`config.mk`:
```
export PLATFORM = sky130hd
export DESIGN_NAME = stage_reg
export DESIGN_NICKNAME = d
export VERILOG_FILES = /design/src/hdl/stage_reg.sv
export SDC_FILE = /design/constraint.sdc
export NUM_CORES = 1
export LEC_CHECK = 0
export ABC_CLOCK_PERIOD_IN_PS = 1500
export CAP_MARGIN = 5
export CORE_ASPECT_RATIO = 0.9
export CORE_MARGIN = 5
export CORE_UTILIZATION = 58
export CTS_CLUSTER_SIZE = 30
export DETAILED_ROUTE_END_ITERATION = 7
export DONT_BUFFER_PORTS = 1
export HOLD_SLACK_MARGIN = 0.06
export PLACE_DENSITY = 0.79
export RECOVER_POWER = 50
export SLEW_MARGIN = 20
export SYNTH_ARGS = -nofsm -noshare
export SYNTH_HDL_FRONTEND = slang
export SYNTH_SLANG_ARGS = --single-unit
```
`constraint.sdc`:
```
create_clock -name clk -period 1.5 [get_ports clk]
set_input_delay 0 -clock clk [delete_from_list [all_inputs] [get_ports clk]]
set_output_delay 0 -clock clk [all_outputs]
set_load 0.01 [all_outputs]
```
`src/hdl/stage_reg.sv`:
```
`default_nettype none

module stage_reg #(
    parameter type payload_t = logic [31:0]
) (
    input  logic     clk,
    input  logic     rst_n,
    input  logic     in_valid,
    output logic     in_ready,
    input  payload_t in,
    output logic     out_valid,
    input  logic     out_ready,
    output payload_t out
);

    logic     full;
    logic     running;  // low until the first cycle after reset.
    payload_t data;

    assign in_ready  = running && (!full || out_ready);
    assign out_valid = full;
    assign out       = data;

    always_ff @(posedge clk)
    begin
        if (!rst_n)
        begin
            running <= 1'b0;
            full    <= 1'b0;
        end
        else
        begin
            running <= 1'b1;
            if (in_valid && in_ready)
                full <= 1'b1;
            else if (out_ready)
                full <= 1'b0;
        end
    end

    always_ff @(posedge clk)
    begin
        if (in_valid && in_ready)
            data <= in;
    end

    // a stalled item must not move or change until it is taken.
    a_hold_stable: assert property (@(posedge clk) disable iff (!rst_n)
        out_valid && !out_ready |=> out_valid && $stable(out));

endmodule

`default_nettype wire

```
==> summary.md <==
| Metric | Value |
|---|---|
| Die width | `54.95 microns` |
| Initial core utilization | `62.08%` |
| Placement Setup Slack | `0.2991 ns` |
| Vias in the first global route | `604` |
| Mean Syn Cell Area | `27.05 sq um` |
| Final setup viols | `0` |
| DR WL/cell | `between 20 and 25 microns` |
| Status | `complete, no violations` |
| Hold Vio Cnt, Final | `0` |
| Fmax | `approximately 0.78 GHz` |
| Resize count post-CTS | `0` |
| WHS | `0.2649 ns` |
| WP data required | `1.76 ns` |
| RSZ-0062 raised after global routing | `false` |
| Synth Cell Area | `approximately 0.0011 sq mm` |
| Register area share after synthesis | `a little over nine tenths` |
| CTS max path bufs | `2` |
| Tcrit/Tclk final | `84.94%` |
| Pin count of the biggest net entering global routing | `21` |
| Layout cells sized above 1 | `14.29%` |
| Clk sinks | `34` |
| DR iter-0 viols | `2` |
| Routed Antenna Nets | `0` |
| Core Area | `0.001699 sq mm` |
| Setup bufs post-CTS | `0` |
| Nets | `119` |
| Num rows | `14` |
| # port buffers | `0` |
| Flops & latches, synth | `34` |
| GRT Overall Usage | `about a fifth` |
| CTS tree | `yes` |
| Initial antenna violation count | `0` |
| Antenna Cells | `0` |
| First-pass GRT wire length | `3312 microns` |
| Via/cell ratio | `~5.1` |
| Area fraction of the dominant cell type after synthesis | `about nine tenths` |
| CP Launch Type | `register` |
| H-tree levels | `2` |
| Total power | `between 0.0015 and 0.002 W` |
| Yosys top cell by area | `edfxtp_1` |
| Area added between synthesis and finish | `42.11%` |
| Final wirelength | `2396 microns` |
| Gr ovfl total | `0` |
| Critical Path Fanout Max | `3` |
| Dominant cells by area after synthesis | `edfxtp_1, dfxtp_1, nand2b_4` |
| Die outline height | `50.46 microns` |
| CTS root buffer | `clkbuf_4` |
| Final Max Tran Viols | `0` |
| Max Cap Viol | `0` |
| Worst vdd ir | `around 0.88 mV` |
| Worst-Margin Slew | `0.2484 ns` |
| Die area | `between 0.002 and 0.003 sq mm` |
| Post-Syn Nets | `75` |
| Layout Skew | `0.007726 ns` |
| WS Path Type | `register to register` |
| Final min period | `1.274 ns` |
| Distinct cells, synth | `7` |
| Clk slew on worst S/H paths | `0.09 ns` |
| Vias after detailed routing | `551` |
| Io pins | `70` |
| Final Worst Setup Slack | `0.2259 ns` |
| Num CTS Buffers | `5` |
| Pwr/cell area | `~1100 mW/mm^2` |
| DRC viols | `0` |
| Worst Hold Class | `input port to register` |
| GP Congestion | `0.7150` |
| Total negative setup slack | `0 ns` |
| Pleak | `around 0.53 nW` |
| Final core occ | `88.22%` |
| Relative slew slack | `83.42%` |
| Yosys synthesis warning count | `0` |
| Cell count after synthesis | `39` |
| Detailed Routing Iterations Pass 1 | `4` |
| Worst setup EP type | `register` |
| CP arrival | `1.53 ns` |
| Worst-Skew Late Latency | `~0.32 ns` |
## worst max-delay path, stage by stage, from the launching register on
cell,delay [ns]
dfxtp_1,0.47
nand2b_4,0.10
a21boi_2,0.11
dlygate4sd3_1,0.55
## sequential cells by signal, indices dropped and copies added, names as in the netlist
name       cells
out_valid      1
out           32
running        1
## layout by cell type, fill, tap and decap left out
cell | synthesis | layout
a21boi_2 | 1 | 1
and2_4 | 1 | 1
buf_4 | 0 | 2
clkbuf_1 | 0 | 3
clkbuf_4 | 0 | 5
dfxtp_1 | 2 | 2
dlygate4sd3_1 | 0 | 35
edfxtp_1 | 32 | 32
nand2_2 | 1 | 1
nand2b_4 | 1 | 1
nor2b_4 | 1 | 1
## path summary, 6_finish.rpt
kind                                 from        end  slack [ns]  cells past startpoint
worst min-delay path                rst_n    running        0.26                      1
worst max register to register  out_valid  out_valid        0.23                      3
worst max-delay path            out_valid  out_valid        0.23                      3
worst min register to register    running    out[20]        0.86                      3
## metal layers
| metal | routed length (microns) | vias up | track usage (%) |
|---|---|---|---|
| li1 | - | 238 | - |
| met1 | 875 | 275 | 19.51 |
| met2 | 1339 | 35 | 33.66 |
| met3 | 165 | 3 | 9.467 |
| met4 | 15 | 0 | 6.073 |
| met5 | 0 | - | 0 |
## stage by stage
step / cells / instance area, sq um
after detailed placement: 65 / 1100
final: 108 / 1499
after global routing: 108 / 1499
after CTS: 108 / 1499
after floorplan: 39 / 1055
after global placement: 65 / 1100
## cell families after synthesis
family,after synthesis,synth area share (%)
flops,34,94.90
compound gates,1,1.068
simple gates,4,4.033
## cells in the mapped netlist
| cell type | count |
|---|---|
| nand2b_4 | 1 |
| edfxtp_1 | 32 |
| nor2b_4 | 1 |
| a21boi_2 | 1 |
| and2_4 | 1 |
| nand2_2 | 1 |
| dfxtp_1 | 2 |
## timing repair
item | CTS | global route
endpoints found under the hold margin | 34 | 0
hold buffers | 35 | 0
setup endpoints to repair | 0 | 0
## where the power goes
part	switching [W]	internal [W]	total (W)	leakage, nW
Clock	0.000271	0.000187	0.000458	0.0265
Combinational	0.0000388	0.0000724	0.000111	0.187
Sequential	0.0000377	0.00109	0.00113	0.316
## final cells by class
class                      instances  area (sq um)
sequential                        34          1001
timing repair buffer              37         365.4
fill                              62         200.2
multi-input combinational          5         53.80
clock buffer                       8         48.80
tap                               24         30.03
(Power assumes the default switching activity.)
