==> src/hdl/rv32i_pkg.sv <==
`default_nettype none

package rv32i_pkg;

    typedef logic [31:0] rv32i_word;
    typedef logic [4:0]  rv32i_reg;

    // source of the value written to the register file.
    typedef enum logic [3:0] {
        alu_out  = 4'd0,
        br_en    = 4'd1,
        u_imm    = 4'd2,
        lw       = 4'd3,
        lb       = 4'd4,
        lbu      = 4'd5,
        lh       = 4'd6,
        lhu      = 4'd7,
        pc_plus4 = 4'd8
    } regfilemux_sel_t;

    typedef enum logic [1:0] {
        none  = 2'd0,
        load  = 2'd1,
        store = 2'd2
    } mem_op_t;

    // width_byte must also be used for items that do not touch memory.
    typedef enum logic [1:0] {
        width_byte = 2'd0,
        width_half = 2'd1,
        width_word = 2'd2
    } mem_width_t;

    typedef struct packed {
        logic            load_regfile;
        rv32i_reg        rd;
        regfilemux_sel_t regfilemux_sel;
        mem_op_t         mem_op;
        mem_width_t      mem_width;
        rv32i_word       u_imm;
    } rv32i_control_word;

endpackage

`default_nettype wire

==> src/hdl/lsu_pkg.sv <==
`default_nettype none

package lsu_pkg;

    // one instruction as it leaves the execute stage.
    typedef struct packed {
        rv32i_pkg::rv32i_control_word ctrl;
        rv32i_pkg::rv32i_word         alu_out;    // result, or the byte address.
        logic                         br_en;
        rv32i_pkg::rv32i_word         pc_plus4;
        rv32i_pkg::rv32i_word         store_data;
    } mem_stage_t;

    // one record for the register file.
    typedef struct packed {
        logic                 load_regfile;
        rv32i_pkg::rv32i_reg  rd;
        rv32i_pkg::rv32i_word rd_data;
    } wb_t;

    // request to the data memory, valid with its strobe.
    typedef struct packed {
        rv32i_pkg::rv32i_word word_addr;  // byte address shifted right by two.
        logic                 write;
        logic [3:0]           byte_en;
        rv32i_pkg::rv32i_word wdata;
    } dmem_req_t;

endpackage

`default_nettype wire

==> src/hdl/write_back.sv <==
`default_nettype none

module write_back (
    input  lsu_pkg::mem_stage_t        item,
    input  rv32i_pkg::rv32i_word       rdata,
    input  logic                 [3:0] byte_en,
    output lsu_pkg::wb_t               wb
);

    logic [7:0]           lane_byte;
    logic [15:0]          lane_half;
    rv32i_pkg::rv32i_word regfilemux_out;

    // pick the byte and the half that the enables point at.
    always_comb
    begin
        case (byte_en)
            4'b0010: lane_byte = rdata[15:8];
            4'b0100: lane_byte = rdata[23:16];
            4'b1000: lane_byte = rdata[31:24];
            default: lane_byte = rdata[7:0];
        endcase
    end

    always_comb
    begin
        if (byte_en == 4'b1100)
            lane_half = rdata[31:16];
        else
            lane_half = rdata[15:0];  // only aligned halves reach here.
    end

    always_comb
    begin
        case (item.ctrl.regfilemux_sel)
            rv32i_pkg::alu_out:
                regfilemux_out = item.alu_out;
            rv32i_pkg::br_en:
                regfilemux_out = {31'b0, item.br_en};
            rv32i_pkg::u_imm:
                regfilemux_out = item.ctrl.u_imm;
            rv32i_pkg::lw:
                regfilemux_out = rdata;
            rv32i_pkg::lb:
                regfilemux_out = {{24{lane_byte[7]}}, lane_byte};
            rv32i_pkg::lbu:
                regfilemux_out = {24'b0, lane_byte};
            rv32i_pkg::lh:
                regfilemux_out = {{16{lane_half[15]}}, lane_half};
            rv32i_pkg::lhu:
                regfilemux_out = {16'b0, lane_half};
            rv32i_pkg::pc_plus4:
                regfilemux_out = item.pc_plus4;
            default:
                regfilemux_out = item.alu_out;
        endcase
    end

    assign wb.load_regfile = item.ctrl.load_regfile;
    assign wb.rd           = item.ctrl.rd;
    assign wb.rd_data      = regfilemux_out;

endmodule

`default_nettype wire

==> config.mk <==
export PLATFORM = sky130hd
export DESIGN_NAME = write_back
export DESIGN_NICKNAME = d
export VERILOG_FILES = /design/src/hdl/rv32i_pkg.sv /design/src/hdl/lsu_pkg.sv /design/src/hdl/write_back.sv
export SDC_FILE = /design/constraint.sdc
export NUM_CORES = 1
export LEC_CHECK = 0
export ABC_AREA = 1
export BUFFER_PORTS_ARGS = -buffer_cell sky130_fd_sc_hd__buf_2
export CORE_MARGIN = 4
export CORE_UTILIZATION = 27
export DETAILED_ROUTE_END_ITERATION = 10
export PLACE_DENSITY = 0.71
export SLEW_MARGIN = 5
export SYNTH_ARGS = -nofsm -noshare
export SYNTH_HDL_FRONTEND = slang
export SYNTH_SLANG_ARGS = --single-unit
export TNS_END_PERCENT = 50
==> constraint.sdc <==
create_clock -name vclk -period 1.2
set_input_delay 0 -clock vclk [all_inputs]
set_output_delay 0 -clock vclk [all_outputs]
set_load 0.01 [all_outputs]
==> impl_results.md <==
- Outcome: finished with violations
- Failing checks: setup timing
- Core Area: between 0.006 and 0.007 mm2
- Vias: ~3.5k
- Die ar.: 0.00839 mm2
- Hold Fails Final Rpt: 0
- Critical Path Fanout Max: 5
- Critical path endpoint category: output port
- Detailed router's first-iteration violation count: 205
- Synthesized cell area: ~0.0019 mm2
- Area grow syn2layout: 94.0%
- PortBufs: 169
- Layout Utilization: 53.9%
- Final setup viols: 19
- Hold path start: item[137]
- Max-slew violations: 0
- Yosys cell types: 24
- Die height: roughly 92 um
- Final nets: 786
- Post-layout min period: approximately 1300 ps
- HPWL Detailed: just over 8000 um
- Seq. cell area: 0 um2
- Static Leakage: just over 2 nW
- Peak Freq: 775 MHz
- Clkbuf count: 0
- Row Count: 30
- GRT overflow: 0
- Largest net degree at the start of global routing: 28
- Post-route insts no fill: between 700 and 800
- Vias in the first global route: 3261
- Setup CP Type: in2out
- First-pass GRT wire length: 15600 um
- Most numerous cell in the Yosys netlist: nand2_1
- ANT nets after route: 0
- Max VDD drop: 0.155 mV
- Filler cells: 717
- Post-synth net total: 588
- DRC Markers: 0
- RSZ-0062 raised after global routing: true
- Sequential share of power: 0%
- Clock share of power: 0%
- Syn avg cell area: 4.61 um2
- Wire length per cell: 15.0 um
- Most area-hungry cell type in the Yosys netlist: nand2_1
- Placed Cells incl. Taps: between 600 and 700
- Routability cong.: 0.941
- Power share of the combinational group: 100.0%
- Net Sw Frac: 51.9%
- Sequential area share after synthesis: 0%
- Sw Pwr: between 0.0006 and 0.0007 W
- Crit path launch type: primary input
- IO Pins: about 220
- Final setup margin: -90.0 ps
- Post-Synthesis Cells: between 400 and 500
- Initial antenna violation count: 0
- Worst endpoint required time: between 1000 and 1500 ps
- Die Wd: 91.6 um
- Max-cap violation count: 0
- Hold slack: 0.0170 ps
- HP Class: in2out
- Antenna cells: 0
- Post-placement setup slack: -89.0 ps
- Ratio of cells with drive above 1 in the final layout: 48.3%
- Top cells by count, synth: 151 x nand2_1, 49 x nand3_1, 46 x nor2_1
- Seq cells: 0
- Internal power: a little under 0.0006 W
- Vias/cell: 4.96
- Synth warnings: 0
- Post-synth top area share: 30.0%
- Synth area leaders: nand2_1 30%, nand3_1 13%, nor2_1 9.2%, nand4_1 9.0%, inv_1 7.8%
- Router iterations before antenna repair: 4
- Hold path endpoint: wb[32]
- Fraction of the cycle the final worst path needs: 108%
- Initial Util: between 20% and 30%
- Slew of the pin with the lowest slew margin: 313 ps
- Arrival @ worst endpoint: 1290 ps
- WL final: between 10000 and 15000 um
- Total global routing track utilization: 22.1%
- Hold Path Depth: 0
- Pwr Density: about 330 mW/mm2
- Max transition margin: around four fifths
-- cells by family (layout without fill, tap and decap cells) --
family	Yosys count	in the layout	share of synthesized area [%]
compound gates	43	43	12.3
buf+inv	66	262	15.8
simple gates	300	300	71.9
-- worst max path at each step --
stage	start	cells past startpoint	endpoint
floorplan	item[135]	8	wb[3]
global placement	item[133]	10	wb[25]
detailed placement	item[133]	10	wb[25]
CTS	byte_en[1]	12	wb[13]
global route	byte_en[0]	12	wb[25]
finish	byte_en[0]	12	wb[25]
-- layout by cell type (no fill, tap or decap), types with 8 or more instances in the layout --
cell,n
nand3_2,12
nand4_1,27
nor2_1,41
buf_2,160
buf_12,10
buf_6,12
nand2_1,140
a21oi_2,10
inv_1,33
buf_4,30
nand3_1,37
or2_2,8
a21oi_1,18
-- per-stage QoR --
step	area, um2	power [W]	setup TNS (ps)
detailed placement	3080	0.00102	-1240
global route	3660	0.00132	-3150
finish	3660	0.00122	-711
floorplan	1890	0.000479	0
CTS	3320	0.00109	-424
global placement	3080	0.00101	-675
-- area by class of cell --
| cell class | instances | area [um2] | area share, % |
|---|---|---|---|
| Inverter | 41 | 176 | 4.82 |
| Multi-Input combinational cell | 343 | 1820 | 49.8 |
| Tap cell | 96 | 120 | 3.28 |
| Timing Repair Buffer | 221 | 1540 | 42.1 |
-- layer usage --
metal	GRT usage [%]	up-vias	routed length (um)
met2	40.8	170	5260
met5	0	-	0
li1	-	1726	-
met1	28.2	1569	4270
met3	2.15	10	839
met4	2.64	0	128
-- critical path, stage by stage --
cell     delay, ps
buf_8          110
nor2_4         130
nand3_4        120
nor2_1         130
nor2_2          60
nand2_2         90
nand3_4        150
buf_12         180
nand3_2         60
nand2_1         50
inv_1           60
buf_2          140
-- repair_timing --
action                                 in CTS  in global routing
buffers inserted                            5                  6
pin swaps                                   9                 36
endpoints found under the hold margin       0                  0
hold buffers                                0                  0
setup endpoints to repair                  29                 32
cloned                                      3                  4
resized for setup                          38                 67
-- power groups by stage --
stage / sequential [W] / combinational (W) / clock (W)
after floorplan: 0 / 0.000479 / 0
after CTS: 0 / 0.00109 / 0
after detailed placement: 0 / 0.00102 / 0
final: 0 / 0.00122 / 0
after global placement: 0 / 0.00101 / 0
after global routing: 0 / 0.00132 / 0
No activity file was read; power rests on OpenSTA's default activity.
