### src/hdl/rv32i_pkg.sv
`default_nettype none

package rv32i_pkg;

    typedef logic [31:0] rv32i_word;
    typedef logic [4:0]  rv32i_reg;

    // source of the value written to the register file.
    typedef enum logic [3:0] {
        alu_out  = 4'd0,
        br_en    = 4'd1,
        u_imm    = 4'd2,
        lw       = 4'd3,
        lb       = 4'd4,
        lbu      = 4'd5,
        lh       = 4'd6,
        lhu      = 4'd7,
        pc_plus4 = 4'd8
    } regfilemux_sel_t;

    typedef enum logic [1:0] {
        none  = 2'd0,
        load  = 2'd1,
        store = 2'd2
    } mem_op_t;

    // width_byte must also be used for items that do not touch memory.
    typedef enum logic [1:0] {
        width_byte = 2'd0,
        width_half = 2'd1,
        width_word = 2'd2
    } mem_width_t;

    typedef struct packed {
        logic            load_regfile;
        rv32i_reg        rd;
        regfilemux_sel_t regfilemux_sel;
        mem_op_t         mem_op;
        mem_width_t      mem_width;
        rv32i_word       u_imm;
    } rv32i_control_word;

endpackage

`default_nettype wire

### src/hdl/lsu_pkg.sv
`default_nettype none

package lsu_pkg;

    // one instruction as it leaves the execute stage.
    typedef struct packed {
        rv32i_pkg::rv32i_control_word ctrl;
        rv32i_pkg::rv32i_word         alu_out;    // result, or the byte address.
        logic                         br_en;
        rv32i_pkg::rv32i_word         pc_plus4;
        rv32i_pkg::rv32i_word         store_data;
    } mem_stage_t;

    // one record for the register file.
    typedef struct packed {
        logic                 load_regfile;
        rv32i_pkg::rv32i_reg  rd;
        rv32i_pkg::rv32i_word rd_data;
    } wb_t;

    // request to the data memory, valid with its strobe.
    typedef struct packed {
        rv32i_pkg::rv32i_word word_addr;  // byte address shifted right by two.
        logic                 write;
        logic [3:0]           byte_en;
        rv32i_pkg::rv32i_word wdata;
    } dmem_req_t;

endpackage

`default_nettype wire

### src/hdl/mem_access_fsm.sv
`default_nettype none

module mem_access_fsm (
    input  logic                    clk,
    input  logic                    rst_n,
    input  logic                    item_valid,
    output logic                    item_ready,
    input  lsu_pkg::mem_stage_t     item,
    input  logic              [3:0] byte_en,
    input  rv32i_pkg::rv32i_word    lane_data,
    output lsu_pkg::dmem_req_t      req,
    output logic                    req_strobe,
    input  rv32i_pkg::rv32i_word    rdata,
    output logic                    timer_start,
    input  logic                    timer_done,
    output lsu_pkg::mem_stage_t     wb_item,
    output rv32i_pkg::rv32i_word    wb_rdata,
    output logic              [3:0] wb_byte_en,
    output logic                    wb_valid,
    input  logic                    wb_ready
);

    typedef enum logic [1:0] {
        s_idle,
        s_wait,
        s_offer
    } state_t;

    state_t state;
    logic   is_mem;

    assign is_mem = item.ctrl.mem_op != rv32i_pkg::none;

    assign item_ready  = state == s_idle;
    assign req_strobe  = item_valid && item_ready && is_mem;
    assign timer_start = req_strobe;  // every access is timed from its strobe.
    assign wb_valid    = state == s_offer;

    assign req.word_addr = {2'b00, item.alu_out[31:2]};
    assign req.write     = item.ctrl.mem_op == rv32i_pkg::store;
    assign req.byte_en   = byte_en;
    assign req.wdata     = lane_data;

    always_ff @(posedge clk)
    begin
        if (!rst_n)
            state <= s_idle;
        else
        begin
            case (state)
                s_idle:
                    if (item_valid)
                        state <= is_mem ? s_wait : s_offer;
                s_wait:
                    if (timer_done)
                        state <= s_offer;
                default:
                    if (wb_ready)
                        state <= s_idle;
            endcase
        end
    end

    // the item and its lanes are kept for write-back; read data lands on done.
    always_ff @(posedge clk)
    begin
        if (item_valid && item_ready)
        begin
            wb_item    <= item;
            wb_byte_en <= byte_en;
        end
        if (state == s_wait && timer_done)
            wb_rdata <= rdata;
    end

    // the timer only finishes an access that is still waiting for it.
    a_done_in_wait: assert property (@(posedge clk) disable iff (!rst_n)
        timer_done |-> state == s_wait);

endmodule

`default_nettype wire

### config.mk
export PLATFORM = sky130hd
export DESIGN_NAME = mem_access_fsm
export DESIGN_NICKNAME = d
export VERILOG_FILES = /design/src/hdl/rv32i_pkg.sv /design/src/hdl/lsu_pkg.sv /design/src/hdl/mem_access_fsm.sv
export SDC_FILE = /design/constraint.sdc
export NUM_CORES = 1
export LEC_CHECK = 0
export ABC_CLOCK_PERIOD_IN_PS = 13100
export BUFFER_PORTS_ARGS = -buffer_cell sky130_fd_sc_hd__buf_2
export CORE_AREA = 2 2 184 186
export DETAILED_ROUTE_END_ITERATION = 12
export DIE_AREA = 0 0 186 188
export PLACE_DENSITY = 0.45
export SETUP_SLACK_MARGIN = 0.02
export SYNTH_ARGS = -nofsm -noshare
export SYNTH_HDL_FRONTEND = slang
export SYNTH_SLANG_ARGS = --single-unit
### constraint.sdc
create_clock -name clk -period 13.1 [get_ports clk]
set_input_delay 2.62 -clock clk [delete_from_list [all_inputs] [get_ports clk]]
set_output_delay 2.62 -clock clk [all_outputs]
set_load 0.01 [all_outputs]
==> flow_summary.ini <==
[setup_path]
worst-path-buf-inv = 3
cp_top_family = buffers and inverters
crit_required_ps = 10480
critical_path.max_stage_delay_ps = 540
startpoint_type = input port
path_max_fanout = 149
crit_path_cell_trace = buf_2 -> nor3b_4 -> buf_12 -> and2b_2 -> buf_2
arrival_ps = 3900
crit_type = input port to primary output
critPathCaptureType = primary output
crit_top_cell = buf_2
slowest_stage = buf_12

[routing]
wl_per_cell_um = 15.3
via_per_inst = 3.32
drcViolationCount = 0
drt_wl_total_mm = 16.5
num_vias = 3576
dr.pass1.iters = 4
ant_nets = 0
drt_iter0_markers = 154

[hold_path]
hp-class = register to register

[logic_synthesis]
ys_types = 15
synth_compound_area_share_pct = 0.269
async_reset_ff_share_pct = 0
synth_top_area_cell = edfxtp_1
ys_seq_elements = 181
synthAdderAreaFrac_pct = 0
synth_xor_area_share_pct = 0
syn_area_sq_um = 6050
yosysMostFrequentCell = edfxtp_1
ys_warn_count = 0
synth-simple-area-share_pct = 1.30
synth_flop_cell = edfxtp_1
synthMuxAreaShare_pct = 0.166
synth-seq-area-share_pct = 89.6
netlist_instances = 264
synth_top_family_by_area = buffers and inverters
synth_top_area_share_pct = 88.9
yosys-top-cells-area = edfxtp_1 (89%), buf_4 (8.6%), dfxtp_1 (0.66%), nor2_8 (0.33%), nor2b_1 (0.31%)
synth_edf_count = 179
synth_area_per_cell_sq_um = 22.9
netlist_top_cells_count = edfxtp_1 (179), buf_4 (69), nor2b_1 (3)

[global_routing]
grt_max_degree = 150
grt_pass1_wl_mm = 22.2
grt_pass1_vias = 3561
overflow = 0
antenna_found_initial = 0
grt.total_usage_pct = 9.07

[power_and_ir_drop]
power_leakage_nw = 3.65
power_density_nw_per_um2 = 153
ir_drop_uv = 79.5

[die]
row_count = 67
die_y_um = 188
coreArea_sq_um = 33100
die_area_sq_um = 35000
die_w_um = 186
initial_core_util_pct = 18.3
io_pins = 468

[clocking]
cts_tree = yes
post_cts_resized = 0
cts_root_buffer = clkbuf_16
clk_pin_slew_ps = 70
cts_buffers = 17
cts.sinks = 181
htree_num_levels = 4
ctsHoldBuffers = 0
cts_setup_buffers = 0
clock_latency_ps = 440
clk_path_buf_depth = 2

[sta]
setup_slack_ps = 6580
rsz0062_at_grt = no
setup_viol = 0
hold_viol = 0
min_period_ps = 6520
finClkSkew_ps = 7.60
maxSlewViolCount = 0
setup_tns_ps = 0
period_share_pct = 49.8
fmax_mhz = 153
worst_pin_slew_ps = 914
relSlewSlack_pct = 39.1

[final_layout]
syn_to_final_growth_pct = 44.3
antenna_cells = 0
final_util_pct = 26.3
fin_nets = 834
layout-drive-gt1-share_pct = 69.4
final-instance-count-excl-fill = 1078

[placement]
place_inst = 1047
portBuffers = 401
gp_congestion = 0.734
place_ws_ps = 6460
place.detailed.hpwl_mm = 12.6

[status]
status = completed

[run]
cap_violations = 0
## power breakdown
| group | switching [mW] | internal, mW |
|---|---|---|
| Sequential | 0.00978 | 0.685 |
| Clock | 0.232 | 0.286 |
| Combinational | 0.0711 | 0.0496 |
## layout by cell type (no fill, tap or decap), types with 2 or more instances in the layout
master	count
dfxtp_1	2
clkbuf_16	17
inv_8	3
bufinv_16	2
clkinvlp_4	3
inv_6	5
buf_2	401
edfxtp_1	179
conb_1	2
nor2b_1	3
## worst min-delay path, cell delays in order (launching register included)
cell and delay (ps):
dfxtp_1 370, and2_1 160, o21a_1 160
## flip-flops by register name (all words and copies together), names as in the netlist
signal	count
wb_byte_en	4
wb_rdata	32
state	2
wb_item	143
## worst paths after layout
kind                               endpoint  cells past startpoint  startpoint  slack, ps
worst max-delay path             req_strobe                      5  item_valid       6580
worst min-delay path               state[0]                      2    state[0]        730
worst max register to register  wb_item[89]                      2    state[1]      11290
worst min register to register     state[0]                      2    state[0]        730
## metal layers
metal  global-route usage (%)  vias to the layer above  routed length, um
met5                        0                        -                  0
met4                     4.78                        0                408
met3                     3.81                       32               1670
met2                     15.8                      231               8480
met1                     9.13                     1683               5910
li1                         -                     1630                  -
## final cells by class
type                       count  area [sq um]
clock buffer                  17           425
fill                        3407         24400
sequential                   181          5420
inverter                       1          3.75
multi-input combinational     14           119
timing repair buffer         403          2030
clock inverter                14           165
tap                          448           561
## logic make-up after synthesis
group           Yosys count
buf+inv                  70
flops                   181
simple gates              9
other cells               1
mux                       1
compound gates            2
## per-stage QoR
| stage | area [sq um] | hold WS (ps) | power (mW) |
|---|---|---|---|
| 3_5_place_dp | 8130 | 714 | 0.833 |
| 3_3_place_gp | 8130 | 721 | 0.832 |
| 5_1_grt | 8720 | 768 | 1.40 |
| 6_report | 8720 | 729 | 1.33 |
| 2_1_floorplan | 6050 | 610 | 0.774 |
| 4_1_cts | 8720 | 730 | 1.36 |
Power figures use the tool's default switching activity.
