`src/hdl/mem_wait_timer.sv`:
```
`default_nettype none

module mem_wait_timer #(
    parameter int MEM_LATENCY = 3
) (
    input  logic clk,
    input  logic rst_n,
    input  logic start,
    output logic done
);

    localparam int CW = (MEM_LATENCY > 1) ? $clog2(MEM_LATENCY) : 1;

    logic          busy;
    logic [CW-1:0] count;

    assign done = busy && (count == '0);

    always_ff @(posedge clk)
    begin
        if (!rst_n)
            busy <= 1'b0;
        else if (start)
            busy <= 1'b1;
        else if (done)
            busy <= 1'b0;
    end

    always_ff @(posedge clk)
    begin
        if (start)
            count <= CW'(MEM_LATENCY - 1);
        else if (busy && !done)
            count <= count - 1'b1;
    end

    a_no_restart: assert property (@(posedge clk) disable iff (!rst_n) start |-> !busy);

endmodule

`default_nettype wire

```
`config.mk`:
```
export PLATFORM = sky130hd
export DESIGN_NAME = mem_wait_timer
export DESIGN_NICKNAME = d
export VERILOG_FILES = /design/src/hdl/mem_wait_timer.sv
export SDC_FILE = /design/constraint.sdc
export NUM_CORES = 1
export LEC_CHECK = 0
export ABC_CLOCK_PERIOD_IN_PS = 1370
export BUFFER_PORTS_ARGS = -buffer_cell sky130_fd_sc_hd__buf_2
export CORE_AREA = 2 2 39 41
export DETAILED_ROUTE_END_ITERATION = 10
export DIE_AREA = 0 0 41 43
export PLACE_DENSITY = 0.3
export SYNTH_ARGS = -nofsm -noshare
export SYNTH_HDL_FRONTEND = slang
export SYNTH_SLANG_ARGS = --single-unit
```
`constraint.sdc`:
```
create_clock -name clk -period 1.37 [get_ports clk]
set_input_delay 0.0685 -clock clk [delete_from_list [all_inputs] [get_ports clk]]
set_output_delay 0.0685 -clock clk [all_outputs]
set_load 0.03 [all_outputs]
```
==> results of run 1 <==
per-layer routing:
metal,wire length [um],up-vias,part of all wire,global-route usage
met5,0,-,0,0
li1,-,60,-,-
met3,4,2,0.018,0.0157
met2,103,3,0.45,0.0469
met1,100,46,0.44,0.0449
met4,19,0,0.084,0.0600
cells in the final DEF (no fill, tap or decap):
cell,instances
and2_2,1
buf_2,3
clkbuf_1,1
clkbuf_4,3
dfxtp_1,3
ha_1,1
inv_1,2
mux2_4,1
mux2i_1,1
nor2_1,2
nor2b_1,2
nor2b_4,1
o21a_1,1
sequential cells by signal, summed over array words and instances (netlist names):
signal / cells
busy: 1
count: 2
stage by stage:
| step | worst slack (ps) | area (um^2) | total power, W | util |
|---|---|---|---|---|
| finish | 107 | 215 | 0.000312 | 0.156 |
| CTS | 88.5 | 215 | 0.000320 | 0.156 |
| detailed placement | 172 | 189 | 0.000162 | 0.137 |
| global route | 0.541 | 215 | 0.000343 | 0.156 |
| floorplan | 236 | 154 | 0.000150 | - |
| global placement | 193 | 189 | 0.000162 | 0.137 |
power by group:
part           total (W)  leakage (nW)  switching [W]  internal, W
clock           0.000151        0.0150      0.0000425     0.000109
sequential      0.000105        0.0249     0.00000566    0.0000993
combinational  0.0000552        0.0626      0.0000245    0.0000307
total           0.000312         0.102      0.0000726     0.000239
worst register-to-register path, cell delays in order (launching register included):
cell and delay (ps):
dfxtp_1 330, inv_1 50, ha_1 230, nor2b_4 160
mux2_4 310
layout make-up:
cell class	count	area, um^2
fill	159	1170
timing repair buffer	3	15.0
clock buffer	4	26.3
multi-input combinational	10	86.3
inverter	2	7.51
sequential	3	60.1
tap	16	20.0
worst min-delay path by stage:
stage	start	to	slack [ps]	cells after the start
floorplan	rst_n	busy	190	1
global placement	rst_n	busy	280	2
detailed placement	rst_n	busy	280	2
CTS	rst_n	busy	40	2
global route	rst_n	busy	30	2
finish	rst_n	busy	40	2
kinds of logic after synthesis:
logic type,synth area share
muxes,0.163
and+or+nand+nor,0.268
DFF,0.390
buffers and inverters,0.0488
adders and majority gates,0.0813
AOI/OAI and AO/OA,0.0488
==> impl_metrics.tcl, run 1 <==
set metrics [dict create \
    crit_fanout 3 \
    ys_ff_latch 3 \
    yosys.area.top_type "dfxtp_1" \
    clock_path_buffers 2 \
    drive_gt1_frac 0.409 \
    dr.pass1.iters 1 \
    die-area_mm2 0.00176 \
    avgSynthCellArea_um2 10.3 \
    yosysSeqAreaShare 0.390 \
    antenna_cells 0 \
    gp_congestion 0.576 \
    crit_chain "inv_1, ha_1, and2_2, buf_2" \
    fin_cells 38 \
    ant_nets 0 \
    grt_max_degree 6 \
    die_width_um 41 \
    endpoint "done" \
    wirelength_um 227 \
    crit_start "count[0]" \
    placedCellCount 34 \
    regToRegStartpoint "count[0]" \
    timing.hold.ws_ps 43.5 \
    hold_buffers 0 \
    syn_to_final_growth_pct 39.8 \
    synthTopCellsByArea "dfxtp_1, mux2_4, nor2b_4, ha_1, nor2b_1" \
    yosys_warnings 0 \
    critPathLaunchType "register" \
    root_buffer "clkbuf_4" \
    min_period_ps 1260 \
    drt_first_iter_violations 0 \
    reg2regPathDepth 4 \
    powerDensity_mw_per_mm2 1450 \
    hold_viol_final 0 \
    cts_buffers 3 \
    postCtsSetupRepairBufs 0 \
    synth_edf_count 0 \
    antenna_found_initial 0 \
    drv_slew 0 \
    portBuffers 3 \
    fin_tns_setup_ps 0 \
    avgRoutedWirePerCell_um 5.97 \
    die_h_um 43 \
    routed_via_density 2.92 \
    rrSetupSlack_ps 180 \
    cts.sinks 3 \
    syn-num-nets 19 \
    grt_pass1_vias 112 \
    clock_latency_ps 230 \
    worst_ep_arrival_time_ps 1190 \
    cts_tree "built" \
    peakVddDrop_mv 0.320 \
    relSlewSlack 0.927 \
    syn-cell-area_um2 154 \
    fin_crit_sh 0.922 \
    hold_class "input port to register" \
    grtUsageTotal 0.0411 \
    ys_async_sr_fraction 0 \
    path_delay_family "flip-flops" \
    cp_num_cells 4 \
    worstSetupPathType "register to primary output" \
    worst_clock_skew_ps 3.05 \
    cts_resized 0 \
    leakage_nw 0.102 \
    htreeDepth 1 \
    dp_hpwl_um 191 \
    maxCapViolations 0 \
    ys_dominant_reg_cell "dfxtp_1" \
    drcViolationCount 0 \
    regToRegEndpoint "count[0]" \
    cp-end-kind "primary output" \
    rsz0062_at_grt "no" \
    grt_first_pass_wirelength_um 427 \
    cp_slowest_cell "dfxtp_1" \
    overflow 0 \
    path_clk_slew_ps 40 \
    ioPinCount 4 \
    worstMarginPinSlew_ps 106 \
    core_mm2 0.00138 \
    critical_path_required_ps 1300 \
    path_buf_inv 2 \
    fmax_mhz 792 \
    synth_most_common_cell "dfxtp_1" \
    start_util 0.111 \
    synth_top_cells_by_count "dfxtp_1, inv_1, nor2_1, nor2b_1" \
    netlist_instances 15 \
    synth_top_area_share 0.390 \
    vias 111 \
    cp_slowest_stage_delay_ps 330 \
    setup_viol 0 \
    status "finished, final reports clean" \
    num-nets-final 27 \
    rows 14 \
    synth.distinct_cells 10 \
]
Note: power is estimated with default switching activity, not from simulation.
==> run 2, diff against run 1 <==
--- a/config.mk
+++ b/config.mk
@@ -8,6 +8,7 @@
 export ABC_CLOCK_PERIOD_IN_PS = 1370
 export BUFFER_PORTS_ARGS = -buffer_cell sky130_fd_sc_hd__buf_2
 export CORE_AREA = 2 2 39 41
+export CTS_BUF_LIST = sky130_fd_sc_hd__clkbuf_16
 export DETAILED_ROUTE_END_ITERATION = 10
 export DIE_AREA = 0 0 41 43
 export PLACE_DENSITY = 0.3
==> run 2 against run 1 <==
Against the previous run: clock power grew to 3.0 times the previous value; sequential share of layout area is 5.5 points lower; wire length rose by 24%; critical path type unchanged; largest cell class unchanged; highest routed layer unchanged.
==> impl_metrics.tcl, run 2 (synthesis results as in run 1) <==
set metrics [dict create \
    status "finished, final reports clean" \
    dp_hpwl_um 191 \
    die_h_um 43 \
    fin_tns_setup_ps 0 \
    rows 14 \
    fin_crit_sh 0.919 \
    antenna_cells 0 \
    powerDensity_mw_per_mm2 2290 \
    preCtsSetupSlack_ps 172 \
    die-area_mm2 0.00176 \
    cts_buffers 3 \
    htreeDepth 1 \
    core_mm2 0.00138 \
    crit_fanout 3 \
    clock_path_buffers 2 \
    hold_class "input port to register" \
    routed_via_density 3.11 \
    min_period_ps 1260 \
    fin_cells 38 \
    hold_buffers 0 \
    timing.hold.ws_ps 52.0 \
    portBuffers 3 \
    root_buffer "clkbuf_16" \
    crit_chain "inv_1, ha_1, and2_2, buf_2" \
    relSlewSlack 0.927 \
    critical_path_required_ps 1300 \
    cts_resized 0 \
    vias 118 \
    critPathLaunchType "register" \
    rsz0062_at_grt "no" \
    placedCellCount 34 \
    syn_to_final_growth_pct 74.0 \
    overflow 0 \
    ant_nets 0 \
    top_register "count" \
    largest_reg_flops 2 \
    switching_share 0.175 \
    switching_power_w 0.000108 \
    p_int_w 0.000506 \
    cts_tree "built" \
    leakage_nw 0.130 \
    worstMarginPinSlew_ps 106 \
    worst_clock_skew_ps 1.06 \
    worst_ep_arrival_time_ps 1190 \
    peakVddDrop_mv 0.353 \
    cp_slowest_stage_delay_ps 330 \
    avgRoutedWirePerCell_um 7.39 \
    path_clk_slew_ps 30 \
    grt_pass1_vias 130 \
    worst_slack_ps 111 \
    wirelength_um 281 \
    dr.pass1.iters 1 \
    num-nets-final 27 \
    postLayoutCoreUtil 0.193 \
    drcViolationCount 0 \
    fmax_mhz 794 \
    maxCapViolations 0 \
    drv_slew 0 \
    cts.sinks 3 \
    p_comb_frac 0.090 \
    setup_viol 0 \
    reg_top3 "count: 2 flops, busy: 1 flops" \
    antenna_found_initial 0 \
    die_width_um 41 \
    drt_first_iter_violations 0 \
    pwr-share-clk 0.739 \
    drive_gt1_frac 0.409 \
    clock_latency_ps 220 \
    ioPinCount 4 \
    worstSetupPathType "register to primary output" \
    pwr-share-seq 0.171 \
    start_util 0.111 \
    cp_slowest_cell "dfxtp_1" \
    grt_first_pass_wirelength_um 503 \
    grtUsageTotal 0.0552 \
    postCtsSetupRepairBufs 0 \
    gp_congestion 0.576 \
    hold_viol_final 0 \
    final_cell_mix "inv_1, dfxtp_1, clkbuf_16, buf_2" \
    grt_max_degree 6 \
    cp-end-kind "primary output" \
]
==> run 2: changes by cell type in the layout (fill, tap and decap cells not counted), sizes merged <==
cell,change
inv,+1
clkbuf,-1
==> run 2: routing by layer <==
layer  GRT usage  wire (um)  vias to the layer above  part of all wire
li1            -          -                       60                 -
met1      0.0481        111                       49              0.40
met2      0.0500        120                        5              0.43
met3      0.0314         10                        4             0.036
met4       0.120         38                        0              0.14
met5           0          0                        -                 0
==> run 2: worst max-delay path: cells and delay by family (launching register included) <==
family                   cells  cell delay [ps]
buffers and inverters        2              220
flip-flops                   1              330
adder cells (fa/ha/maj)      1              230
AND/OR/NAND/NOR              1              200
==> run 2: area by class of cell <==
class	count	area, um^2
clock inverter	1	3.75
multi-input combinational	10	86.3
sequential	3	60.1
timing repair buffer	3	15.0
clock buffer	3	75.1
fill	156	1120
inverter	2	7.51
tap	16	20.0
==> run 2: power by group through the flow <==
stage               clock, W  sequential, W  combinational [W]
floorplan                  0       0.000105          0.0000451
detailed placement         0       0.000106          0.0000562
global route        0.000473       0.000107          0.0000640
finish              0.000454       0.000105          0.0000553
global placement           0       0.000106          0.0000566
CTS                 0.000460       0.000105          0.0000565
==> run 2: final timing paths <==
path              slack [ps]       end  cells past startpoint     start
hold reg to reg          510  count[1]                      2  count[1]
setup / recovery         110      done                      4  count[0]
setup reg to reg         180  count[0]                      4  count[0]
hold / removal            50      busy                      2     rst_n
==> run 2: per-stage QoR <==
step	total power [W]	cell area, um^2
after global routing	0.000644	268
after CTS	0.000622	268
after detailed placement	0.000162	189
final	0.000614	268
after global placement	0.000162	189
after floorplan	0.000150	154
