**src/hdl/rv32i_pkg.sv**
```systemverilog
`default_nettype none

package rv32i_pkg;

    typedef logic [31:0] rv32i_word;
    typedef logic [4:0]  rv32i_reg;

    // source of the value written to the register file.
    typedef enum logic [3:0] {
        alu_out  = 4'd0,
        br_en    = 4'd1,
        u_imm    = 4'd2,
        lw       = 4'd3,
        lb       = 4'd4,
        lbu      = 4'd5,
        lh       = 4'd6,
        lhu      = 4'd7,
        pc_plus4 = 4'd8
    } regfilemux_sel_t;

    typedef enum logic [1:0] {
        none  = 2'd0,
        load  = 2'd1,
        store = 2'd2
    } mem_op_t;

    // width_byte must also be used for items that do not touch memory.
    typedef enum logic [1:0] {
        width_byte = 2'd0,
        width_half = 2'd1,
        width_word = 2'd2
    } mem_width_t;

    typedef struct packed {
        logic            load_regfile;
        rv32i_reg        rd;
        regfilemux_sel_t regfilemux_sel;
        mem_op_t         mem_op;
        mem_width_t      mem_width;
        rv32i_word       u_imm;
    } rv32i_control_word;

endpackage

`default_nettype wire

```
**src/hdl/byte_lane_align.sv**
```systemverilog
`default_nettype none

module byte_lane_align (
    input  logic                   [1:0] addr_low,
    input  rv32i_pkg::mem_width_t        width,
    input  rv32i_pkg::rv32i_word         store_data,
    output logic                   [3:0] byte_en,
    output rv32i_pkg::rv32i_word         lane_data
);

    always_comb
    begin
        case (width)
            rv32i_pkg::width_byte:
            begin
                byte_en   = 4'b0001 << addr_low;
                lane_data = {4{store_data[7:0]}};
            end
            rv32i_pkg::width_half:
            begin
                byte_en   = addr_low[1] ? 4'b1100 : 4'b0011;
                lane_data = {2{store_data[15:0]}};  // both halves carry the low half.
            end
            default:
            begin
                byte_en   = 4'b1111;
                lane_data = store_data;
            end
        endcase
    end

    // misaligned accesses are not supported by the memory stage.
    // case equality keeps an empty, unknown item from tripping the check.
    always_comb
    begin
        a_aligned: assert final (!((width === rv32i_pkg::width_half && addr_low[0] === 1'b1) ||
                                   (width === rv32i_pkg::width_word && addr_low !== 2'b00)));
    end

endmodule

`default_nettype wire

```
**config.mk**
```make
export PLATFORM = sky130hd
export DESIGN_NAME = byte_lane_align
export DESIGN_NICKNAME = d
export VERILOG_FILES = /design/src/hdl/rv32i_pkg.sv /design/src/hdl/byte_lane_align.sv
export SDC_FILE = /design/constraint.sdc
export NUM_CORES = 1
export LEC_CHECK = 0
export ABC_CLOCK_PERIOD_IN_PS = 840
export BUFFER_PORTS_ARGS = -buffer_cell sky130_fd_sc_hd__buf_2
export CELL_PAD_IN_SITES_DETAIL_PLACEMENT = 1
export CELL_PAD_IN_SITES_GLOBAL_PLACEMENT = 2
export CORE_MARGIN = 3
export CORE_UTILIZATION = 14
export DETAILED_ROUTE_END_ITERATION = 16
export PLACE_DENSITY_LB_ADDON = 0.1
export SLEW_MARGIN = 10
export SYNTH_ARGS = -nofsm -noshare
export SYNTH_HDL_FRONTEND = slang
export SYNTH_SLANG_ARGS = --single-unit
```
**constraint.sdc**
```tcl
create_clock -name vclk -period 0.84
set_clock_uncertainty 0.15 [all_clocks]
set_input_delay 0 -clock vclk [all_inputs]
set_output_delay 0 -clock vclk [all_outputs]
set_load 0.1 [all_outputs]
```
==> impl_metrics.tcl, run 1 <==
set metrics [dict create \
    status "complete, but fails checks" \
    violations "setup timing" \
    fin_crit_ns 1.00 \
    stdcell_area_sq_um 1800 \
    antenna_left 0 \
    fin_hold_ws_ns 0.156 \
    netlist_top_cells_count "mux2_2, buf_4, mux2i_1, nand2_1, o21ai_2" \
    path_cells "buf_12 > nor2_4 > buf_6 > mux2_4 > buf_12" \
    die_area_sq_um 4520 \
    regArea_sq_um 0 \
    seqPwrFrac_pct 0 \
    cts-hold-fix-buffers 0 \
    slowest_delay_ns 0.31 \
    p_comb_share_pct 100.0 \
    total_power_w 0.00212 \
    wl_per_cell_um 13.9 \
    place.port_buffers 72 \
    rsz0062_at_grt "yes" \
    drive_above_1_share_pct 93.2 \
    die_h_um 67.2 \
    ir_drop_mv 0.453 \
    ys_top_cells_by_area "mux2_2, mux2i_1, o21ai_2" \
    drt_first_pass_iters 2 \
    leakage_nw 0.824 \
    path_class "input pin to output port" \
    clockBufferCount 0 \
    max_slew.worst_pin.slew_ns 0.222 \
    gp_congestion 0.692 \
    drt-total-wl_mm 2.49 \
    grt_pass1_vias 804 \
    pwr-share-clk_pct 0 \
    cpMostUsedCell "buf_12" \
    fp-row-count 21 \
    synth_nets 96 \
    cp-end-kind "output port" \
    grt_antenna_before_repair 0 \
    syn2layout_area_growth_pct 243 \
    yosysMostFrequentCell "mux2_2" \
    synth.distinct_cells 13 \
    io_pins 72 \
    crit_fanout 4 \
    avgSynthCellArea_sq_um 8.74 \
    worstHoldPathType "input pin to output port" \
    max_slew_margin_pct 84.9 \
    swShare_pct 61.1 \
    post-place-ws_ns -0.225 \
    grt_max_degree 9 \
    max_freq_mhz 1000 \
    placed_area_sq_um 1590 \
    nets 171 \
    finalMaxSlewViolations 0 \
    drcViolationCount 0 \
    seq_cells 0 \
    hold_violations 0 \
    max-cap-violations 0 \
    period_share_pct 119 \
    track_usage_pct 11.1 \
    synthCells 60 \
    arrival_ns 0.85 \
    setup_viol 28 \
    drt-initial-drc-count 10 \
    via_count 723 \
    antennaDiodeCount 0 \
    viasPerCell 4.04 \
    overflow 0 \
    start_util_pct 15.1 \
    grt_first_pass_wirelength_mm 4.00 \
    intPower_w 0.000825 \
    utilization_pct 51.8 \
    setup_ws_ns -0.160 \
    synthesis.area_sq_um 524 \
    die_w_um 67.2 \
    crit_required_ns 0.69 \
    ys.warnings.count 0 \
    cpMaxStageDelayCell "mux2_4" \
    yosys.area.top_type_share_pct 32.2 \
    coreArea_sq_um 3470 \
    startpoint_type "input pin" \
    dp_hpwl_mm 2.16 \
    switchingPower_w 0.00129 \
    power_density_nw_per_um2 1180 \
    synth_top_area_cell "mux2_2" \
    seq_area_frac_synth_pct 0 \
]
[path summary, 6_finish.rpt]
check                         start             to  slack, ns  cells past startpoint
worst min-delay path  store_data[2]   lane_data[2]       0.16                      2
worst max-delay path       width[1]  lane_data[13]      -0.16                      5
[kinds of logic (layout without fill, tap and decap cells)]
logic type / Yosys count / in the layout / synth area share (%)
simple gates: 11 / 11 / 9.79
compound gates: 12 / 12 / 19.1
buf+inv: 13 / 86 / 21.5
mux: 24 / 24 / 49.6
[cells in the final DEF (no fill, tap or decap), drive strengths merged]
cell type   n
buf        85
o21ai       8
mux2i       8
o21bai      4
inv         1
nor2        2
nor2b       1
nand2       8
mux2       16
[metal layers]
metal	vias up	share of wire [%]	track usage (%)
met5	-	0	0
met4	0	0	0
met3	0	8.4	2.16
met2	33	56	21.5
met1	334	36	13.2
li1	356	-	-
[cell type report]
cell class / count / area, sq um
fill: 371 / 1670
inverter: 1 / 3.75
tap: 46 / 57.6
multi-input combinational: 47 / 648
timing repair buffer: 85 / 1090
[timing repair]
action | 4_1_cts | 5_1_grt
pin swaps | 1 | 0
setup buffers | 3 | 0
endpoints found under the setup margin | 28 | 28
gates cloned | 1 | 0
endpoints found under the hold margin | 0 | 0
resized for setup | 36 | 2
[worst max-delay path, delay by kind of cell]
family,cells,cell delay [ns]
multiplexers,1,0.31
AND/OR/NAND/NOR,1,0.10
buffers and inverters,3,0.43
[power groups by stage]
stage	clock network (W)	registers (W)	logic (W)
6_report	0	0	0.00212
5_1_grt	0	0	0.00218
4_1_cts	0	0	0.00212
3_5_place_dp	0	0	0.00200
3_3_place_gp	0	0	0.00198
2_1_floorplan	0	0	0.00130
[through the flow]
stage | setup TNS (ns) | cells
floorplan | -1.36 | 60
global placement | -5.03 | 175
detailed placement | -5.33 | 175
CTS | -2.51 | 179
global route | -3.03 | 179
finish | -2.46 | 179
No activity file was read; power rests on OpenSTA's default activity.
==> run 2, diff against run 1 <==
--- a/config.mk
+++ b/config.mk
@@ -7,12 +7,10 @@
 export LEC_CHECK = 0
 export ABC_CLOCK_PERIOD_IN_PS = 840
 export BUFFER_PORTS_ARGS = -buffer_cell sky130_fd_sc_hd__buf_2
-export CELL_PAD_IN_SITES_DETAIL_PLACEMENT = 1
-export CELL_PAD_IN_SITES_GLOBAL_PLACEMENT = 2
 export CORE_MARGIN = 3
-export CORE_UTILIZATION = 14
+export CORE_UTILIZATION = 33
 export DETAILED_ROUTE_END_ITERATION = 16
-export PLACE_DENSITY_LB_ADDON = 0.1
+export PLACE_DENSITY = 0.86
 export SLEW_MARGIN = 10
 export SYNTH_ARGS = -nofsm -noshare
 export SYNTH_HDL_FRONTEND = slang
==> impl_metrics.tcl, run 2 <==
set metrics [dict create \
    synth_top_area_cell "mux2_2" \
    yosys.area.top_type_share_pct 32.2 \
    place.port_buffers 72 \
    synth.distinct_cells 13 \
    seq_area_frac_synth_pct 0 \
    synthesis.area_sq_um 524 \
    die_h_um 45.9 \
    die_w_um 45.9 \
    status "stopped before the end" \
    synth_nets 96 \
    failing_step "detailed placement (3_5_place_dp)" \
    ys_top_cells_by_area "mux2_2, mux2i_1, o21ai_2" \
    netlist_top_cells_count "mux2_2, buf_4, mux2i_1, nand2_1, o21ai_2" \
    fp-row-count 13 \
    io_pins 72 \
    yosysMostFrequentCell "mux2_2" \
    gp_congestion 0.645 \
    synthCells 60 \
    start_util_pct 37.5 \
    ys.warnings.count 0 \
    error "[ERROR DPL-0038] Utilization greater than 100%, impossible to legalize" \
    avgSynthCellArea_sq_um 8.74 \
]
## run 2: cell counts after synthesis
Identical to the previous run, type by type.
## run 2: stage by stage
| stage | std cells | setup TNS (ns) | cell area [sq um] | setup WS, ns |
|---|---|---|---|---|
| 2_1_floorplan | 60 | -1.36 | 697 | -0.147 |
| 3_3_place_gp | 143 | -4.58 | 1550 | -0.206 |
## run 2: cell families after synthesis
logic type | synth area share (%)
muxes | 49.6
AOI/OAI and AO/OA | 19.1
buffers and inverters | 21.5
and+or+nand+nor | 9.79
==> run 3, diff against run 2 <==
--- a/config.mk
+++ b/config.mk
@@ -7,10 +7,10 @@
 export LEC_CHECK = 0
 export ABC_CLOCK_PERIOD_IN_PS = 840
 export BUFFER_PORTS_ARGS = -buffer_cell sky130_fd_sc_hd__buf_2
-export CORE_MARGIN = 3
-export CORE_UTILIZATION = 33
+export CORE_AREA = 3 3 64 66
 export DETAILED_ROUTE_END_ITERATION = 16
-export PLACE_DENSITY = 0.86
+export DIE_AREA = 0 0 67 69
+export PLACE_DENSITY_LB_ADDON = 0.15
 export SLEW_MARGIN = 10
 export SYNTH_ARGS = -nofsm -noshare
 export SYNTH_HDL_FRONTEND = slang
==> impl_metrics.tcl, run 3 (synthesized netlist as in run 1, its figures left out) <==
set metrics [dict create \
    viasPerCell 3.98 \
    crit_fanout 5 \
    io_pins 72 \
    coreArea_sq_um 3630 \
    holdCritStartpoint "store_data[7]" \
    cpMaxStageDelayCell "mux2_4" \
    drcViolationCount 0 \
    startpoint_type "input pin" \
    die_w_um 67 \
    fin_crit_ns 0.996 \
    worstHoldPathType "input pin to output port" \
    grt_max_degree 8 \
    dp_hpwl_mm 2.12 \
    cts-hold-fix-buffers 0 \
    seq_cells 0 \
    fin_tns_setup_ns -2.33 \
    setup_ws_ns -0.156 \
    finalMaxSlewViolations 0 \
    ir_drop_mv 0.513 \
    crit_required_ns 0.69 \
    via_count 721 \
    p_comb_share_pct 100.0 \
    fp-row-count 22 \
    hold_depth 2 \
    violations "setup timing" \
    antennaDiodeCount 0 \
    fill_cells 345 \
    start_util_pct 14.4 \
    pwr-share-clk_pct 0 \
    overflow 0 \
    drt-initial-drc-count 7 \
    clockBufferCount 0 \
    max_freq_mhz 1000 \
    grt_antenna_before_repair 0 \
    dpl.cell_count 176 \
    seqPwrFrac_pct 0 \
    max_slew.worst_pin.slew_ns 0.245 \
    period_share_pct 119 \
    cp-end-kind "output port" \
    swShare_pct 61.0 \
    drt-total-wl_mm 2.45 \
    final_cell_mix "buf_12, buf_2, mux2_4" \
    leakage_nw 0.831 \
    rsz0062_at_grt "yes" \
    setup_viol 28 \
    gp_congestion 0.677 \
    intPower_w 0.000828 \
    track_usage_pct 10.4 \
    place.port_buffers 72 \
    arrival_ns 0.85 \
    drive_above_1_share_pct 92.5 \
    instances_no_fill 181 \
    max_slew_margin_pct 83.2 \
    slowest_delay_ns 0.32 \
    power_density_nw_per_um2 1170 \
    switchingPower_w 0.00129 \
    crit_family "buffers and inverters" \
    regArea_sq_um 0 \
    status "complete, but fails checks" \
    wl_per_cell_um 13.5 \
    antenna_left 0 \
    path_cells "buf_8 > nor2_4 > buf_6 > mux2_4 > buf_12" \
    multi_input_area_sq_um 644 \
    hold_violations 0 \
    final_common_cell "buf_12" \
    syn2layout_area_growth_pct 245 \
    die_h_um 69 \
    drt_first_pass_iters 4 \
    holdPathEnd "lane_data[7]" \
    path_class "input pin to output port" \
    die_area_sq_um 4620 \
    max-cap-violations 0 \
    nets 171 \
    path_buf_inv 3 \
    grt_pass1_vias 820 \
    grt_first_pass_wirelength_mm 3.95 \
]
## run 3: repair_timing
action                     in CTS  in global routing
pin swaps                       1                  0
cloned                          2                  0
setup endpoints to repair      28                 28
gates resized for setup        30                  5
buffers inserted                3                  1
## run 3: area by class of cell
type	instances	area share [%]
Multi-Input combinational cell	47	35.6
Inverter	1	0.208
Tap cell	48	3.32
Timing Repair Buffer	85	60.8
## run 3: per-layer routing
metal	up-vias	track usage, %	wire length [um]
li1	354	-	-
met1	328	12.4	845
met2	39	20.3	1380
met3	0	1.47	227
met4	0	0	0
met5	-	0	0
## run 3: power by group through the flow
stage	clock [W]	combinational (W)	sequential [W]
after floorplan	0	0.00130	0
after global placement	0	0.00199	0
after detailed placement	0	0.00200	0
after CTS	0	0.00212	0
after global routing	0	0.00218	0
final	0	0.00212	0
## run 3: how the worst max path moves through the flow
stage,start,end,depth (start not counted)
after floorplan,width[1],lane_data[24],3
after global placement,width[1],lane_data[9],5
after detailed placement,width[1],lane_data[9],5
after CTS,width[0],lane_data[9],5
after global routing,width[0],lane_data[11],5
final,width[0],lane_data[11],5
## run 3: per-stage QoR
stage / power [W] / hold WS (ns) / setup slack (ns) / area (sq um) / utilization [%]
3_3_place_gp: 0.00199 / 0.149 / -0.217 / 1600 / 44.0
3_5_place_dp: 0.00200 / 0.151 / -0.219 / 1600 / 44.0
6_report: 0.00212 / 0.154 / -0.156 / 1810 / 49.8
5_1_grt: 0.00218 / 0.165 / -0.182 / 1810 / 49.8
4_1_cts: 0.00212 / 0.152 / -0.163 / 1780 / 49.0
2_1_floorplan: 0.00130 / 0.0389 / -0.147 / 697 / -
